## src/pll_rcfg_defs.svh

```systemverilog
// PLL reconfiguration parameters
// Register map size, bus widths and agent wait length
// shared by the command block, agent, latch and top

`ifndef PLL_RCFG_DEFS_SVH
`define PLL_RCFG_DEFS_SVH

// --------------------------------------------------
// Register map
// --------------------------------------------------
`define RCFG_ADDR_W 4       // Word address into register map
`define RCFG_NUM_REGS 16    // Reconfiguration registers

// --------------------------------------------------
// Data path
// --------------------------------------------------
`define RCFG_DATA_W 32      // Register and bus data width

// --------------------------------------------------
// Agent timing
// --------------------------------------------------
// Waitrequest stays high for this many cycles at the start of each access
`define RCFG_WAIT_CYCLES 2

`endif

```

## src/pll_rcfg_pkg.sv

```systemverilog
// PLL reconfiguration types
// One-hot controller state and host command opcode

package pll_rcfg_pkg;

   // Bit positions of the one-hot state vector
   typedef enum int {
      RESET_BIT,           // Power on default
      IDLE_BIT,
      WRITE_BIT,
      READ_BIT,
      EPILOGUE_BIT,
      ERROR_START_BIT,
      MAX_STATE_BIT        // Count of states
   } rcfg_state_idx_e;

   // Controller state, exactly one bit set
   typedef enum logic [MAX_STATE_BIT-1:0] {
      RESET       = 6'b000001,  // Held while in reset
      IDLE        = 6'b000010,  // Waiting for sequence change
      WRITE       = 6'b000100,  // amm_write high
      READ        = 6'b001000,  // amm_read high
      EPILOGUE    = 6'b010000,  // Latch enable high
      ERROR_START = 6'b100000   // Restart during access, fatal
   } rcfg_state_e;

   // Host command opcode
   typedef enum logic {
      RCFG_READ  = 1'b0,
      RCFG_WRITE = 1'b1
   } rcfg_op_e;

endpackage

```

## src/rcfg_cmd_csr.sv

```systemverilog
// Host command register for PLL reconfiguration
// Captures opcode, address and write data on each cmd_valid
// and announces the command by stepping a 2-bit sequence number

`timescale 1ns/1ns

`include "pll_rcfg_defs.svh"

module rcfg_cmd_csr
   import pll_rcfg_pkg::*;
(
   // Clock and reset
   input  logic                    clk,
   input  logic                    rst_n_dly,   // Sync, active low

   // Host side
   input  logic                    cmd_valid,   // One cycle strobe
   input  rcfg_op_e                cmd_op,      // Read or write
   input  logic [`RCFG_ADDR_W-1:0] cmd_addr,    // Register address
   input  logic [`RCFG_DATA_W-1:0] cmd_wdata,   // Write data

   // Controller side
   output logic [1:0]              rcfg_seq,    // Change starts controller
   output rcfg_op_e                rcfg_op,     // Registered opcode

   // Agent side
   output logic [`RCFG_ADDR_W-1:0] rcfg_addr,   // Registered address
   output logic [`RCFG_DATA_W-1:0] rcfg_wdata   // Registered write data
);

// Sequence counter next value
logic [1:0] seq_next;

//--------------------------------------------------
// Sequence counter
//--------------------------------------------------

// Wraps modulo 4
assign seq_next = rcfg_seq + 2'd1;

always_ff @(posedge clk) begin
   if (~rst_n_dly) begin
      rcfg_seq <= 2'd0;
   end else if (cmd_valid) begin
      // Steps even with an access in flight
      // Controller flags that case as an error
      rcfg_seq <= seq_next;
   end
end

//--------------------------------------------------
// Command register
//--------------------------------------------------

// Opcode is control, cleared to read
always_ff @(posedge clk) begin
   if (~rst_n_dly) begin
      rcfg_op <= RCFG_READ;
   end else if (cmd_valid) begin
      rcfg_op <= cmd_op;         // Latest command wins
   end
end

// Address and data payload
always_ff @(posedge clk) begin
   if (cmd_valid) begin
      rcfg_addr  <= cmd_addr;    // Held until next command
      rcfg_wdata <= cmd_wdata;   // Unused by reads
   end
end

// Payload and opcode land in the same edge as the sequence step
// so the controller sees a stable command one cycle later

endmodule

```

## src/rcfg_fsm.sv

```systemverilog
// PLL reconfiguration controller
// One-hot FSM, starts on a sequence number change and runs one
// read or write on the MM agent, assumes read latency of one.
// A restart during an access is a fatal sticky error

`timescale 1ns/1ns

`include "pll_rcfg_defs.svh"

module rcfg_fsm
   import pll_rcfg_pkg::*;
(
   // Clock and reset
   input  logic       clk,
   input  logic       rst_n_dly,           // Sync, active low

   // Command block
   input  logic [1:0] rcfg_seq,            // Sequence change starts FSM
   input  rcfg_op_e   rcfg_op,             // Read or write

   // MM agent
   input  logic       amm_waitrequest,     // Stretches access
   output logic       amm_read,            // Registered read strobe
   output logic       amm_write,           // Registered write strobe

   // Readback latch
   output logic       enable_read_latch,   // Cycle after acceptance

   // Status
   output logic       error                // Sticky, reset clears
);

logic [1:0]  rcfg_seq_dly;                 // Previous sequence number
logic        start_cmd;                    // Sequence changed
logic        write_cmd;                    // Registered opcode, 1 for write

logic        amm_read_next;
logic        amm_write_next;
logic        enable_read_latch_next;
logic        error_next;

rcfg_state_e state;
rcfg_state_e next_state;

//--------------------------------------------------
// Input registers
//--------------------------------------------------
always_ff @(posedge clk) begin
   if (~rst_n_dly) begin
      rcfg_seq_dly <= 2'd0;
      start_cmd    <= 1'b0;
      write_cmd    <= 1'b0;
   end else begin
      rcfg_seq_dly <= rcfg_seq;
      start_cmd    <= |(rcfg_seq_dly ^ rcfg_seq);   // One cycle per change
      write_cmd    <= (rcfg_op == RCFG_WRITE);
   end
end

//--------------------------------------------------
// State machine
//--------------------------------------------------
always_ff @(posedge clk) begin
   if (~rst_n_dly) begin
      state <= RESET;
   end else begin
      state <= next_state;
   end
end

always_comb begin
   // Strobes default low
   amm_read_next          = 1'b0;
   amm_write_next         = 1'b0;
   enable_read_latch_next = 1'b0;
   error_next             = 1'b0;
   next_state             = state;

   unique case (1'b1)
      state[RESET_BIT] : begin
         // One cycle after reset release
         next_state = IDLE;
      end
      state[IDLE_BIT] : begin
         if (start_cmd) begin
            amm_write_next = write_cmd;     // Strobe rises with state
            amm_read_next  = ~write_cmd;
            next_state     = write_cmd ? WRITE : READ;
         end
      end
      state[WRITE_BIT], state[READ_BIT] : begin
         if (start_cmd) begin
            next_state = ERROR_START;       // Restart mid access
         end else if (~amm_waitrequest) begin
            enable_read_latch_next = 1'b1;  // Accepted, readdata next
            next_state             = EPILOGUE;
         end else begin
            amm_write_next = state[WRITE_BIT];   // Hold strobe
            amm_read_next  = state[READ_BIT];
         end
      end
      state[EPILOGUE_BIT] : begin
         // Latch enable high this cycle
         next_state = start_cmd ? ERROR_START : IDLE;
      end
      state[ERROR_START_BIT] : begin
         error_next = 1'b1;                 // Parked until reset
      end
      default : next_state = RESET;         // Illegal encoding
   endcase
end

//--------------------------------------------------
// Output registers
//--------------------------------------------------
always_ff @(posedge clk) begin
   if (~rst_n_dly) begin
      amm_read          <= 1'b0;
      amm_write         <= 1'b0;
      enable_read_latch <= 1'b0;
      error             <= 1'b0;
   end else begin
      amm_read          <= amm_read_next;
      amm_write         <= amm_write_next;
      enable_read_latch <= enable_read_latch_next;
      error             <= error_next;   // Follows parked ERROR_START
   end
end

endmodule

```

## src/pll_rcfg_regs.sv

```systemverilog
// PLL reconfiguration register agent
// Avalon-MM style target holding the PLL reconfiguration registers.
// Waitrequest is held high for the first cycles of every access,
// read data follows acceptance by one cycle

`timescale 1ns/1ns

`include "pll_rcfg_defs.svh"

module pll_rcfg_regs (
   // Clock and reset
   input  logic                    clk,
   input  logic                    rst_n_dly,        // Sync, active low

   // MM target
   input  logic                    amm_read,
   input  logic                    amm_write,
   input  logic [`RCFG_ADDR_W-1:0] amm_address,
   input  logic [`RCFG_DATA_W-1:0] amm_writedata,
   output logic                    amm_waitrequest,  // Stretches access
   output logic [`RCFG_DATA_W-1:0] amm_readdata      // Valid after accept
);

localparam int CNT_W = ($clog2(`RCFG_WAIT_CYCLES + 1) > 0) ?
                       $clog2(`RCFG_WAIT_CYCLES + 1) : 1;

logic [`RCFG_DATA_W-1:0] regs [`RCFG_NUM_REGS];   // Reconfiguration regs
logic [CNT_W-1:0]        wait_cnt;                 // Cycles waited so far
logic                    access;                   // Strobe high
logic                    accept;                   // Strobe and no wait

//--------------------------------------------------
// Waitrequest stretch
//--------------------------------------------------
assign access          = amm_read | amm_write;
assign amm_waitrequest = access & (wait_cnt < CNT_W'(`RCFG_WAIT_CYCLES));
assign accept          = access & ~amm_waitrequest;

always_ff @(posedge clk) begin
   if (~rst_n_dly) begin
      wait_cnt <= '0;
   end else if (accept | ~access) begin
      wait_cnt <= '0;                 // Ready for next access
   end else begin
      wait_cnt <= wait_cnt + 1'b1;    // Still stretching
   end
end

//--------------------------------------------------
// Register file
//--------------------------------------------------
always_ff @(posedge clk) begin
   if (~rst_n_dly) begin
      for (int i = 0; i < `RCFG_NUM_REGS; i++) begin
         regs[i] <= '0;
      end
   end else if (accept && amm_write) begin
      regs[amm_address] <= amm_writedata;   // Write lands on accept
   end
end

// Read data one cycle after accept
// A write returns the value it just stored
always_ff @(posedge clk) begin
   if (accept) begin
      amm_readdata <= amm_write ? amm_writedata : regs[amm_address];
   end
end

endmodule

```

## src/rcfg_read_latch.sv

```systemverilog
// Readback latch
// Captures agent read data on the controller's enable and
// raises done one cycle later with the captured value

`timescale 1ns/1ns

`include "pll_rcfg_defs.svh"

module rcfg_read_latch (
   // Clock and reset
   input  logic                    clk,
   input  logic                    rst_n_dly,          // Sync, active low

   // Controller and agent
   input  logic                    enable_read_latch,  // Capture strobe
   input  logic [`RCFG_DATA_W-1:0] amm_readdata,       // Agent read data

   // Host side
   output logic [`RCFG_DATA_W-1:0] rd_data,            // Held to next capture
   output logic                    done                // Completion strobe
);

//--------------------------------------------------
// Capture and completion
//--------------------------------------------------
always_ff @(posedge clk) begin
   if (~rst_n_dly) begin
      rd_data <= '0;
   end else if (enable_read_latch) begin
      rd_data <= amm_readdata;         // Readdata valid this cycle
   end
end

// Done lines up with the new rd_data
always_ff @(posedge clk) begin
   if (~rst_n_dly) begin
      done <= 1'b0;
   end else begin
      done <= enable_read_latch;
   end
end

endmodule

```

## src/user_clk_rcfg_top.sv

```systemverilog
// User clock PLL reconfiguration subsystem
// Command block, controller, register agent and readback latch

`timescale 1ns/1ns

`include "pll_rcfg_defs.svh"

module user_clk_rcfg_top
   import pll_rcfg_pkg::*;
(
   input  logic                    clk,
   input  logic                    rst_n_dly,   // Sync, active low

   // Host command
   input  logic                    cmd_valid,
   input  rcfg_op_e                cmd_op,
   input  logic [`RCFG_ADDR_W-1:0] cmd_addr,
   input  logic [`RCFG_DATA_W-1:0] cmd_wdata,

   // Host response
   output logic [`RCFG_DATA_W-1:0] rd_data,
   output logic                    done,        // One pulse per command
   output logic                    error        // Sticky fatal error
);

// Command block outputs
logic [1:0]              rcfg_seq;
rcfg_op_e                rcfg_op;
logic [`RCFG_ADDR_W-1:0] rcfg_addr;
logic [`RCFG_DATA_W-1:0] rcfg_wdata;

// MM bus between controller and agent
logic                    amm_read;
logic                    amm_write;
logic                    amm_waitrequest;
logic [`RCFG_DATA_W-1:0] amm_readdata;
logic                    enable_read_latch;

//--------------------------------------------------
// Instances
//--------------------------------------------------
rcfg_cmd_csr i_cmd_csr (
   .clk, .rst_n_dly, .cmd_valid, .cmd_op, .cmd_addr, .cmd_wdata,
   .rcfg_seq, .rcfg_op, .rcfg_addr, .rcfg_wdata
);

rcfg_fsm i_fsm (
   .clk, .rst_n_dly, .rcfg_seq, .rcfg_op, .amm_waitrequest,
   .amm_read, .amm_write, .enable_read_latch, .error
);

pll_rcfg_regs i_regs (
   .clk, .rst_n_dly, .amm_read, .amm_write,
   .amm_address   (rcfg_addr),
   .amm_writedata (rcfg_wdata),
   .amm_waitrequest, .amm_readdata
);

rcfg_read_latch i_read_latch (
   .clk, .rst_n_dly, .enable_read_latch, .amm_readdata, .rd_data, .done
);

endmodule

```

## config.mk

```make
export PLATFORM = sky130hd
export DESIGN_NAME = user_clk_rcfg_top
export DESIGN_NICKNAME = d
export VERILOG_FILES = /design/src/pll_rcfg_pkg.sv /design/src/rcfg_cmd_csr.sv /design/src/rcfg_fsm.sv /design/src/pll_rcfg_regs.sv /design/src/rcfg_read_latch.sv /design/src/user_clk_rcfg_top.sv
export VERILOG_INCLUDE_DIRS = /design/src /design/src/src
export SDC_FILE = /design/constraint.sdc
export NUM_CORES = 1
export LEC_CHECK = 0
export ABC_AREA = 1
export BUFFER_PORTS_ARGS = -buffer_cell sky130_fd_sc_hd__buf_2
export CAP_MARGIN = 10
export CORE_ASPECT_RATIO = 1.25
export CORE_UTILIZATION = 45
export CTS_CLUSTER_SIZE = 10
export DETAILED_ROUTE_END_ITERATION = 7
export PLACE_DENSITY = 0.65
export SLEW_MARGIN = 20
export SYNTH_ARGS = -nofsm -noshare
export SYNTH_HDL_FRONTEND = slang
export SYNTH_SLANG_ARGS = --single-unit
```

## constraint.sdc

```tcl
create_clock -name clk -period 6.5 [get_ports clk]
set_clock_uncertainty 0.05 [all_clocks]
set_input_delay 0.975 -clock clk [delete_from_list [all_inputs] [get_ports clk]]
set_output_delay 0.975 -clock clk [all_outputs]
set_load 0.01 [all_outputs]
```

### Word-level counts from Yosys, hierarchy flattened

Memory sizes are Yosys's and may differ from the RTL's. A register that Yosys moved wholly into a read port is not among the register bits.
Index checks and enable logic that the tools add are counted.

| operators by class | value |
|---|---|
| bitwise operators | 11 |
| mux-type cells | 25 |
| reduce and logical (&&, ||, !) cells | 7 |
| equality and inequality tests | 2 |
| $add $sub $neg | 2 |
| magnitude comparators | 1 |

Operators by type and width:

| operator | count |
|---|---|
| $mux W32 | 2 |
| $reduce_or A32 Y1 | 1 |
| $pmux W6 S5 | 1 |
| $mux W6 | 3 |
| $mux W1 | 13 |
| $mux W4 | 3 |
| $not A1 Y1 | 6 |
| $reduce_or A2 Y1 | 3 |
| $mux W5 | 1 |
| $add A2 B1 Y2 const B | 2 |
| $pmux W1 S2 | 2 |
| $ne A3 B3 Y1 const B | 1 |
| $reduce_and A3 Y1 | 1 |
| $reduce_or A3 Y1 | 1 |
| $and A1 B1 Y1 | 2 |
| $lt A2 B2 Y1 const B | 1 |
| $ne A2 B1 Y1 const B | 1 |
| $or A1 B1 Y1 | 2 |
| $xor A2 B2 Y2 | 1 |
| $logic_and A1 B1 Y1 | 1 |

| word-level totals | value |
|---|---|
| output and inout bits | 34 |
| register bits | 120 |
| input bits | 40 |
| bits in writable memories | 512 |
| memories | 1 |

Memory list:

| memory | words | bits a word | rd ports | clocked after Yosys merged registers in | write ports | RTL line | RTL |
|---|---|---|---|---|---|---|---|
| i_regs.regs | 16 | 32 | 1 | 1 | 16 | pll_rcfg_regs.sv:27 | `` logic [`RCFG_DATA_W-1:0] regs [`RCFG_NUM_REGS]; `` |

### Depth between registers and ports, before layout

Gate-level depths: netlist of run 1.

| depth | value |
|---|---|
| depth after elaboration | 10 |
| depth in mapped cells | 12 |
| depth with buffers taken out | 9 |

### Cells and area by module

A second synthesis of run 1 with hierarchy kept.

| unflattened totals | value |
|---|---|
| cell total of the unflattened synthesis | 2965 |
| area, all modules | 27752.9 um^2 |

By module, submodules not included:

| module | times used | area each (um^2) | cells an instance |
|---|---|---|---|
| pll_rcfg_regs | 1 | 24689.9 | 2644 |
| rcfg_read_latch | 1 | 1361.3 | 206 |
| rcfg_cmd_csr | 1 | 1189.9 | 51 |
| rcfg_fsm | 1 | 511.7 | 64 |

### Worst setup path after synthesis of run 1

Ideal clock, no wire load.

| timing | value |
|---|---|
| path kind | input port to flip-flop |
| start point | in rst_n_dly |
| end point | mem i_regs.regs[0][0] in the netlist's numbering, enable pin |
| cell stages on the path | 5 |
| path slack | 3669 ps |
| data arrival time | 2391 ps |
| path through | nand3_1 -> nor3_2 -> nand2_1 -> buf_2 -> nand2_1 |

RTL lines:

| element | RTL line | RTL |
|---|---|---|
| start: declaration | user_clk_rcfg_top.sv:12 | `input logic rst_n_dly,` |
| end: declaration | pll_rcfg_regs.sv:27 |  |

==> run metrics, run 1 <==
synthesized-area fraction occupied by adder cells=0%; final RePlAce weighted congestion=0.878; area post-placement=28000 µm²; TritonCTS clock tree=yes; final core area utilization=50.4%; cell depth of the worst hold path=1; total wirelength of the detailed-routed design=71300 µm; Worst Max-Slew Pin Slew=1020 ps; combinational family with the most area after synthesis=simple AND/OR/NAND/NOR gates; area fraction in compound gates after synthesis=0.909%; summed negative setup slack over all endpoints=0 ps; proportion of layout cells with a drive suffix above 1=7.68%; max cap viols=0; Clk Latency, worst-skew pair=610 ps; final setup fails=0; initial antenna violation count=0; multiplexer share of the synthesized area=0%; count of unique library cells instantiated by Yosys=22; DR DRC count=0; Critical Path AT=3510 ps; Inserted Diodes=0; root buffer selected by CTS=sky130_fd_sc_hd__clkbuf_16; power density normalized to cell area=309 nW/µm²; mean instance size in the synthesized netlist=9.89 µm²; kind of end point of the critical path=flip-flop; commonest non-fill, non-tap cell in the layout=sky130_fd_sc_hd__nand2_1; Detail Placement HPWL=43500 µm; quantity of hold-fixing buffers added after cts=0; critical register-to-register path endpoint=i_regs.regs[10][0]$_SDFFCE_PN0P_; Top-Level Pins=74; maximum buffer depth of the clock tree=3; total of cells resized after clock tree synthesis=0; top layer in use=met4; number of non-filler instances in the completed layout=3537; total power after layout=9.31 mW; clk sink count=636; type of the worst min-delay path=flip-flop to flip-flop; effective utilization at floorplan=45.7%; Post-Syn Nets=2796; Initial DRT Pass Iterations=6; number of cells after detailed placement=3426; WL met2=34800 µm; largest voltage drop on the vdd net=0.184 mV; most used cells in the layout excluding fill and tap cells=sky130_fd_sc_hd__nand2_1, sky130_fd_sc_hd__nor2_1, sky130_fd_sc_hd__edfxtp_1; share of the yosys chip area belonging to registers=68.0%; Crit path required time=6750 ps; Syn Std Cell Area=27300 µm²; Setup CP Type=primary input to flip-flop; Final ANT Viol Nets=0; Core Footprint=59700 µm²; worst setup margin=3240 ps; post-synthesis xor/xnor area fraction=0.0964%; Fin Hold WS=363 ps; Worst Hold Endpoint=i_regs.wait_cnt[0]$_SDFF_PP0_; cell depth of the worst flop-to-flop path=7; Max H-tree Level=3; number of nets in the final layout=2776; WL met3=5250 µm; Post-CTS Setup Repair Bufs=0; wire length of the first global-routing pass=108000 µm; number of pins with negative max-slew slack in the final report=0; vias in the first global route=18.7k; clock-pin slew on the worst setup and hold paths=50 ps; warning count from the yosys run=0; Critical Path Start Type=primary input; start point of the worst hold path=i_regs.wait_cnt[0]$_SDFF_PP0_; count of standard-cell rows=100; count of fill cells added during filler insertion=5278; Starting DRT DRC Count=2182; minimum clock period=3260 ps; die width=222 µm; Die ar.=61600 µm²; slack of the worst reg-to-reg path=3260 ps; average wire per standard cell=20.2 µm; Final period util=50.1%; static leakage power=12.3 nW; number of I/O port buffers=73; startpoint of the most critical register-to-register path=i_fsm.amm_write$_SDFF_PN0_; RSZ-0062 raised after global routing=no; Num CTS Buffers=73; largest net degree at the start of global routing=179; total of flip-flops plus latches after synthesis=636; Post-Place Worst Slack=2450 ps; Via density=5.51; area overhead of the layout relative to synthesis=10.4%; result of the run=finished, final reports clean; gate count after technology mapping=2756; overall fraction of global-route tracks in use=23.1%; relative slew slack=31.7%; final number of hold-violating endpoints=0; area fraction in and, or, nand and nor cells after synthesis=26.7%; final standard cell area without fillers=30100 µm²; Die Ht=277 µm; metal1 wirelength=28900 µm; sum of overflow across all layers after global routing=0; total via count after detailed routing=19.5k; worst-path fanout max=33; top achievable clock speed=0.307 GHz
[per-layer routing]
layer | GRT usage [%] | up-vias
met5 | 0 | -
li1 | - | 9061
met3 | 3.16 | 156
met1 | 30.2 | 9447
met2 | 38.6 | 808
met4 | 9.40 | 0
[critical path: stages]
cell and delay (ps):
sky130_fd_sc_hd__buf_2 80, sky130_fd_sc_hd__buf_4 280, sky130_fd_sc_hd__nand3_1 270, sky130_fd_sc_hd__nor3_2 380, sky130_fd_sc_hd__nand2_1 120, sky130_fd_sc_hd__buf_4 270
sky130_fd_sc_hd__nand2_1 740, sky130_fd_sc_hd__buf_4 350
[power by group]
part | switching [mW] | leakage (nW) | internal [mW]
combinational | 0.658 | 4.86 | 0.202
clock | 1.55 | 1.01 | 2.19
sequential | 0.0809 | 6.39 | 4.62
total | 2.29 | 12.3 | 7.02
[sequential cells by signal (all words and copies together), names as in the netlist, named ones only]
name                     count
i_fsm.error                  1
i_read_latch.done            1
i_fsm.state                  6
i_regs.regs                512
i_regs.wait_cnt              2
i_fsm.write_cmd              1
i_cmd_csr.rcfg_op            1
i_fsm.amm_read               1
i_fsm.amm_write              1
i_cmd_csr.rcfg_seq           2
i_read_latch.rd_data        32
i_fsm.rcfg_seq_dly           2
i_cmd_csr.rcfg_wdata        32
i_regs.amm_readdata         32
i_cmd_csr.rcfg_addr          4
i_fsm.start_cmd              1
i_fsm.enable_read_latch      1
[logic make-up after synthesis]
family / after synthesis
xor+xnor: 3
flops: 636
compound gates: 48
buf+inv: 266
simple gates: 1803
[Yosys cell counts]
master / n / area share (%)
sky130_fd_sc_hd__nor4_1: 2 / 0.046
sky130_fd_sc_hd__dfxtp_1: 56 / 4.1
sky130_fd_sc_hd__nor2_1: 591 / 8.1
sky130_fd_sc_hd__nand2_1: 816 / 11
sky130_fd_sc_hd__inv_2: 1 / 0.014
sky130_fd_sc_hd__o31ai_1: 1 / 0.028
sky130_fd_sc_hd__xor2_1: 1 / 0.032
sky130_fd_sc_hd__nor3_2: 4 / 0.15
sky130_fd_sc_hd__buf_1: 21 / 0.29
sky130_fd_sc_hd__nand3_1: 388 / 7.1
sky130_fd_sc_hd__inv_1: 59 / 0.81
sky130_fd_sc_hd__a211oi_1: 1 / 0.028
sky130_fd_sc_hd__o21ai_0: 40 / 0.73
sky130_fd_sc_hd__edfxtp_1: 580 / 64
sky130_fd_sc_hd__clkbuf_1: 75 / 1.0
sky130_fd_sc_hd__a21oi_1: 5 / 0.092
sky130_fd_sc_hd__nor3_1: 2 / 0.037
sky130_fd_sc_hd__o211ai_1: 1 / 0.028
sky130_fd_sc_hd__buf_2: 95 / 1.7
sky130_fd_sc_hd__buf_4: 14 / 0.39
sky130_fd_sc_hd__xnor2_1: 2 / 0.064
sky130_fd_sc_hd__clkinv_1: 1 / 0.014
[layout make-up]
type,count,area (µm²),area share (%)
multi-input combinational,1854,7590,25.2
clock buffer,110,2090,6.95
timing repair buffer,110,668,2.22
clock inverter,1,8.76,0.0291
tap,765,957,3.18
inverter,61,236,0.786
sequential,636,18500,61.6
[worst max-delay path by stage]
stage / from / end / slack, ps
after CTS: i_fsm.amm_write$_SDFF_PN0_ / i_regs.regs[11][15]$_SDFFCE_PN0P_ / 3060
after floorplan: rst_n_dly / i_regs.regs[0][0]$_SDFFCE_PN0P_ / 3670
after global routing: i_fsm.amm_write$_SDFF_PN0_ / i_regs.regs[10][12]$_SDFFCE_PN0P_ / 3030
after detailed placement: rst_n_dly / i_regs.regs[11][17]$_SDFFCE_PN0P_ / 2450
final: rst_n_dly / i_regs.regs[10][0]$_SDFFCE_PN0P_ / 3240
after global placement: rst_n_dly / i_regs.regs[11][12]$_SDFFCE_PN0P_ / 2540
Note: power is estimated with default switching activity, not from simulation.
==> run 2: changes to the inputs <==
--- a/config.mk
+++ b/config.mk
@@ -6,7 +6,7 @@
 export SDC_FILE = /design/constraint.sdc
 export NUM_CORES = 1
 export LEC_CHECK = 0
-export ABC_AREA = 1
+export ABC_AREA = 0
 export BUFFER_PORTS_ARGS = -buffer_cell sky130_fd_sc_hd__buf_2
 export CAP_MARGIN = 10
 export CORE_ASPECT_RATIO = 1.25
==> constraint.sdc (replaced) <==
create_clock -name clk -period 3.4 [get_ports clk]
set_clock_uncertainty 0.05 [all_clocks]
set_input_delay 0.51 -clock clk [delete_from_list [all_inputs] [get_ports clk]]
set_output_delay 0.51 -clock clk [all_outputs]
set_load 0.01 [all_outputs]
==> run metrics, run 2 <==
result of the run=finished, final reports clean; switching part of the total power=22.3%; Starting DRT DRC Count=1326; count of fill cells added during filler insertion=4798; total of flip-flops plus latches after synthesis=636; relative slew slack=39.5%; Critical Path AT=2870 ps; Via density=5.56; largest area contributor in the netlist=sky130_fd_sc_hd__edfxtp_1; cell depth of the worst flop-to-flop path=5; RSZ-0062 raised after global routing=no; average wire per standard cell=25.7 µm; static leakage power=11.3 nW; most frequently used cell type in the post-synthesis netlist=sky130_fd_sc_hd__edfxtp_1; share of the yosys chip area belonging to registers=67.5%; type of the worst min-delay path=primary input to flip-flop; slack of the worst reg-to-reg path=830 ps; commonest non-fill, non-tap cell in the layout=sky130_fd_sc_hd__edfxtp_1; Die ar.=62000 µm²; clock network power share=40.9%; largest net degree at the start of global routing=62; vias in the first global route=15.4k; Top-Level Pins=74; number of I/O port buffers=73; Critical Path Slowest Stage Cell=sky130_fd_sc_hd__dfxtp_4; largest cells by area after synthesis=sky130_fd_sc_hd__edfxtp_1, sky130_fd_sc_hd__and2_1, sky130_fd_sc_hd__mux4_2; Initial DRT Pass Iterations=5; register with the most flip-flops=i_regs.regs; sum of overflow across all layers after global routing=0; fraction of registers with async set or reset after synthesis=0%; proportion of layout cells with a drive suffix above 1=21.4%; Core Footprint=59900 µm²; EDFF count, synth=580; max cap viols=0; effective utilization at floorplan=45.8%; Critical Path Max Stage Delay=610 ps; sequential cell fraction of total power=52.3%; number of pins with negative max-slew slack in the final report=0; Clk Latency, worst-skew pair=610 ps; total of cells resized after clock tree synthesis=0; area overhead of the layout relative to synthesis=13.3%; top achievable clock speed=0.389 GHz; Final period util=75.7%; count of unique library cells instantiated by Yosys=41; worst-path cell chain=buf_12 -> mux4_2 -> o22ai_1 -> a211oi_1 -> a21o_1; Max H-tree Level=3; Syn Std Cell Area=27500 µm²; final setup fails=0; most used standard cells in the synthesized netlist=sky130_fd_sc_hd__edfxtp_1, sky130_fd_sc_hd__and2_1, sky130_fd_sc_hd__mux4_2; cell depth of the worst hold path=1; Critical Path Start Type=flip-flop; Crit path required time=3700 ps; clk sink count=636; Die Ht=278 µm; Comb pwr share=6.8%; start point of the worst hold path=cmd_wdata[14]; largest voltage drop on the vdd net=0.333 mV; area of the multi-input gates=8390 µm²; final RePlAce weighted congestion=0.796; Num CTS Buffers=73; power density normalized to cell area=556 nW/µm²; Inserted Diodes=0; clock-pin slew on the worst setup and hold paths=50 ps; mean instance size in the synthesized netlist=16.0 µm²; number of flip-flops in the largest register=512; maximum buffer depth of the clock tree=3; root buffer selected by CTS=sky130_fd_sc_hd__clkbuf_16; overall fraction of global-route tracks in use=22.1%; kind of end point of the critical path=flip-flop; final number of hold-violating endpoints=0; wire length of the first global-routing pass=98700 µm; Post-Syn Nets=1752; warning count from the yosys run=0; Setup CP Type=flip-flop to flip-flop; total wirelength of the detailed-routed design=66900 µm; Final ANT Viol Nets=0; die width=223 µm; DR DRC count=0; number of nets in the final layout=1825; fraction of synthesized cell area taken by the top area cell type=63.4%; worst-path fanout max=32; Detail Placement HPWL=40000 µm; most used cells in the layout excluding fill and tap cells=sky130_fd_sc_hd__edfxtp_1, sky130_fd_sc_hd__and2_1, sky130_fd_sc_hd__mux4_2; Fin Hold WS=33.0 ps; prevailing post-synth register cell=sky130_fd_sc_hd__edfxtp_1; footprint of the flip-flops and latches=18500 µm²; TritonCTS clock tree=yes; count of standard-cell rows=100; Worst Max-Slew Pin Slew=907 ps; internal portion of total power=13.4 mW; total via count after detailed routing=14.5k; total power after layout=17.3 mW; net switching component of the power=3.85 mW; initial antenna violation count=1; critical register-to-register path endpoint=i_regs.amm_readdata[6]$_DFFE_PP_; minimum clock period=2570 ps; Worst Hold Endpoint=i_cmd_csr.rcfg_wdata[14]$_DFFE_PP_; gate count after technology mapping=1712
run 2: cell count changes after synthesis, moves of 67 or more:
cell,delta
sky130_fd_sc_hd__mux4_2,+128
sky130_fd_sc_hd__mux2i_1,+67
sky130_fd_sc_hd__nor2_1,-581
sky130_fd_sc_hd__nand2_1,-807
sky130_fd_sc_hd__and2_1,+519
sky130_fd_sc_hd__nand3_1,-386
sky130_fd_sc_hd__buf_2,-75
run 2: per-stage QoR:
step,cells,area (µm²),util (%),TNS [ps],setup WS [ps]
after floorplan,1712,27500,-,-81320,-471
after global placement,2471,29000,48.3,0,525
after detailed placement,2471,29000,48.3,0,496
after CTS,2606,31100,51.9,0,806
after global routing,2606,31100,51.9,0,679
final,2606,31100,51.9,0,826
run 2: cell families (layout without fill, tap and decap cells):
family / count (synthesis) / count (layout) / synth area share, %
AOI/OAI and AO/OA: 121 / 121 / 3.02
muxes: 198 / 198 / 13.1
xor gates and xnor gates: 4 / 4 / 0.128
buffers and inverters: 149 / 278 / 2.56
and+or+nand+nor: 604 / 604 / 13.7
DFF: 636 / 636 / 67.5
run 2: power by group through the flow:
stage | clock network (mW) | logic [mW] | registers (mW)
after global placement | 0 | 1.18 | 9.18
after CTS | 7.22 | 1.19 | 9.05
after detailed placement | 0 | 1.18 | 9.21
final | 7.08 | 1.18 | 9.04
after global routing | 7.51 | 1.25 | 9.08
after floorplan | 0 | 0.863 | 9.04
run 2: critical path, delay by kind of cell, from the launching register on:
family | cells | cell delay (ps)
compound gates | 3 | 760
mux | 1 | 550
flops | 1 | 610
buf+inv | 1 | 330
run 2: cell type report:
type,instances,share of cell area (%)
clock buffers,127,6.66
clock inverters,4,0.101
inverters,1,0.0121
multi-input cells,927,27.0
flip-flops and latches,636,59.6
well taps,765,3.08
repair buffers,146,3.58
run 2: worst max-delay path by stage:
| stage | endpoint | slack (ps) | cells after the start |
|---|---|---|---|
| after floorplan | i_regs.regs[9][0]$_SDFFCE_PN0P_ | -470 | 4 |
| after global placement | i_regs.regs[1][9]$_SDFFCE_PN0P_ | 530 | 6 |
| after detailed placement | i_regs.regs[1][9]$_SDFFCE_PN0P_ | 500 | 6 |
| after CTS | i_regs.amm_readdata[6]$_DFFE_PP_ | 810 | 5 |
| after global routing | i_regs.regs[11][14]$_SDFFCE_PN0P_ | 680 | 4 |
| final | i_regs.amm_readdata[6]$_DFFE_PP_ | 830 | 5 |
run 2: layer usage:
metal	GRT usage (%)	share of wire [%]	up-vias
met3	3.53	5.8	79
met1	26.7	38	7485
met5	0	0	-
li1	-	-	6475
met4	7.29	2.2	0
met2	40.0	54	448
run 2: what timing repair did:
| item | 4_1_cts | 5_1_grt |
|---|---|---|
| hold buffers | 4 | 0 |
| setup buffers | 0 | 0 |
| hold endpoints to repair | 4 | 0 |
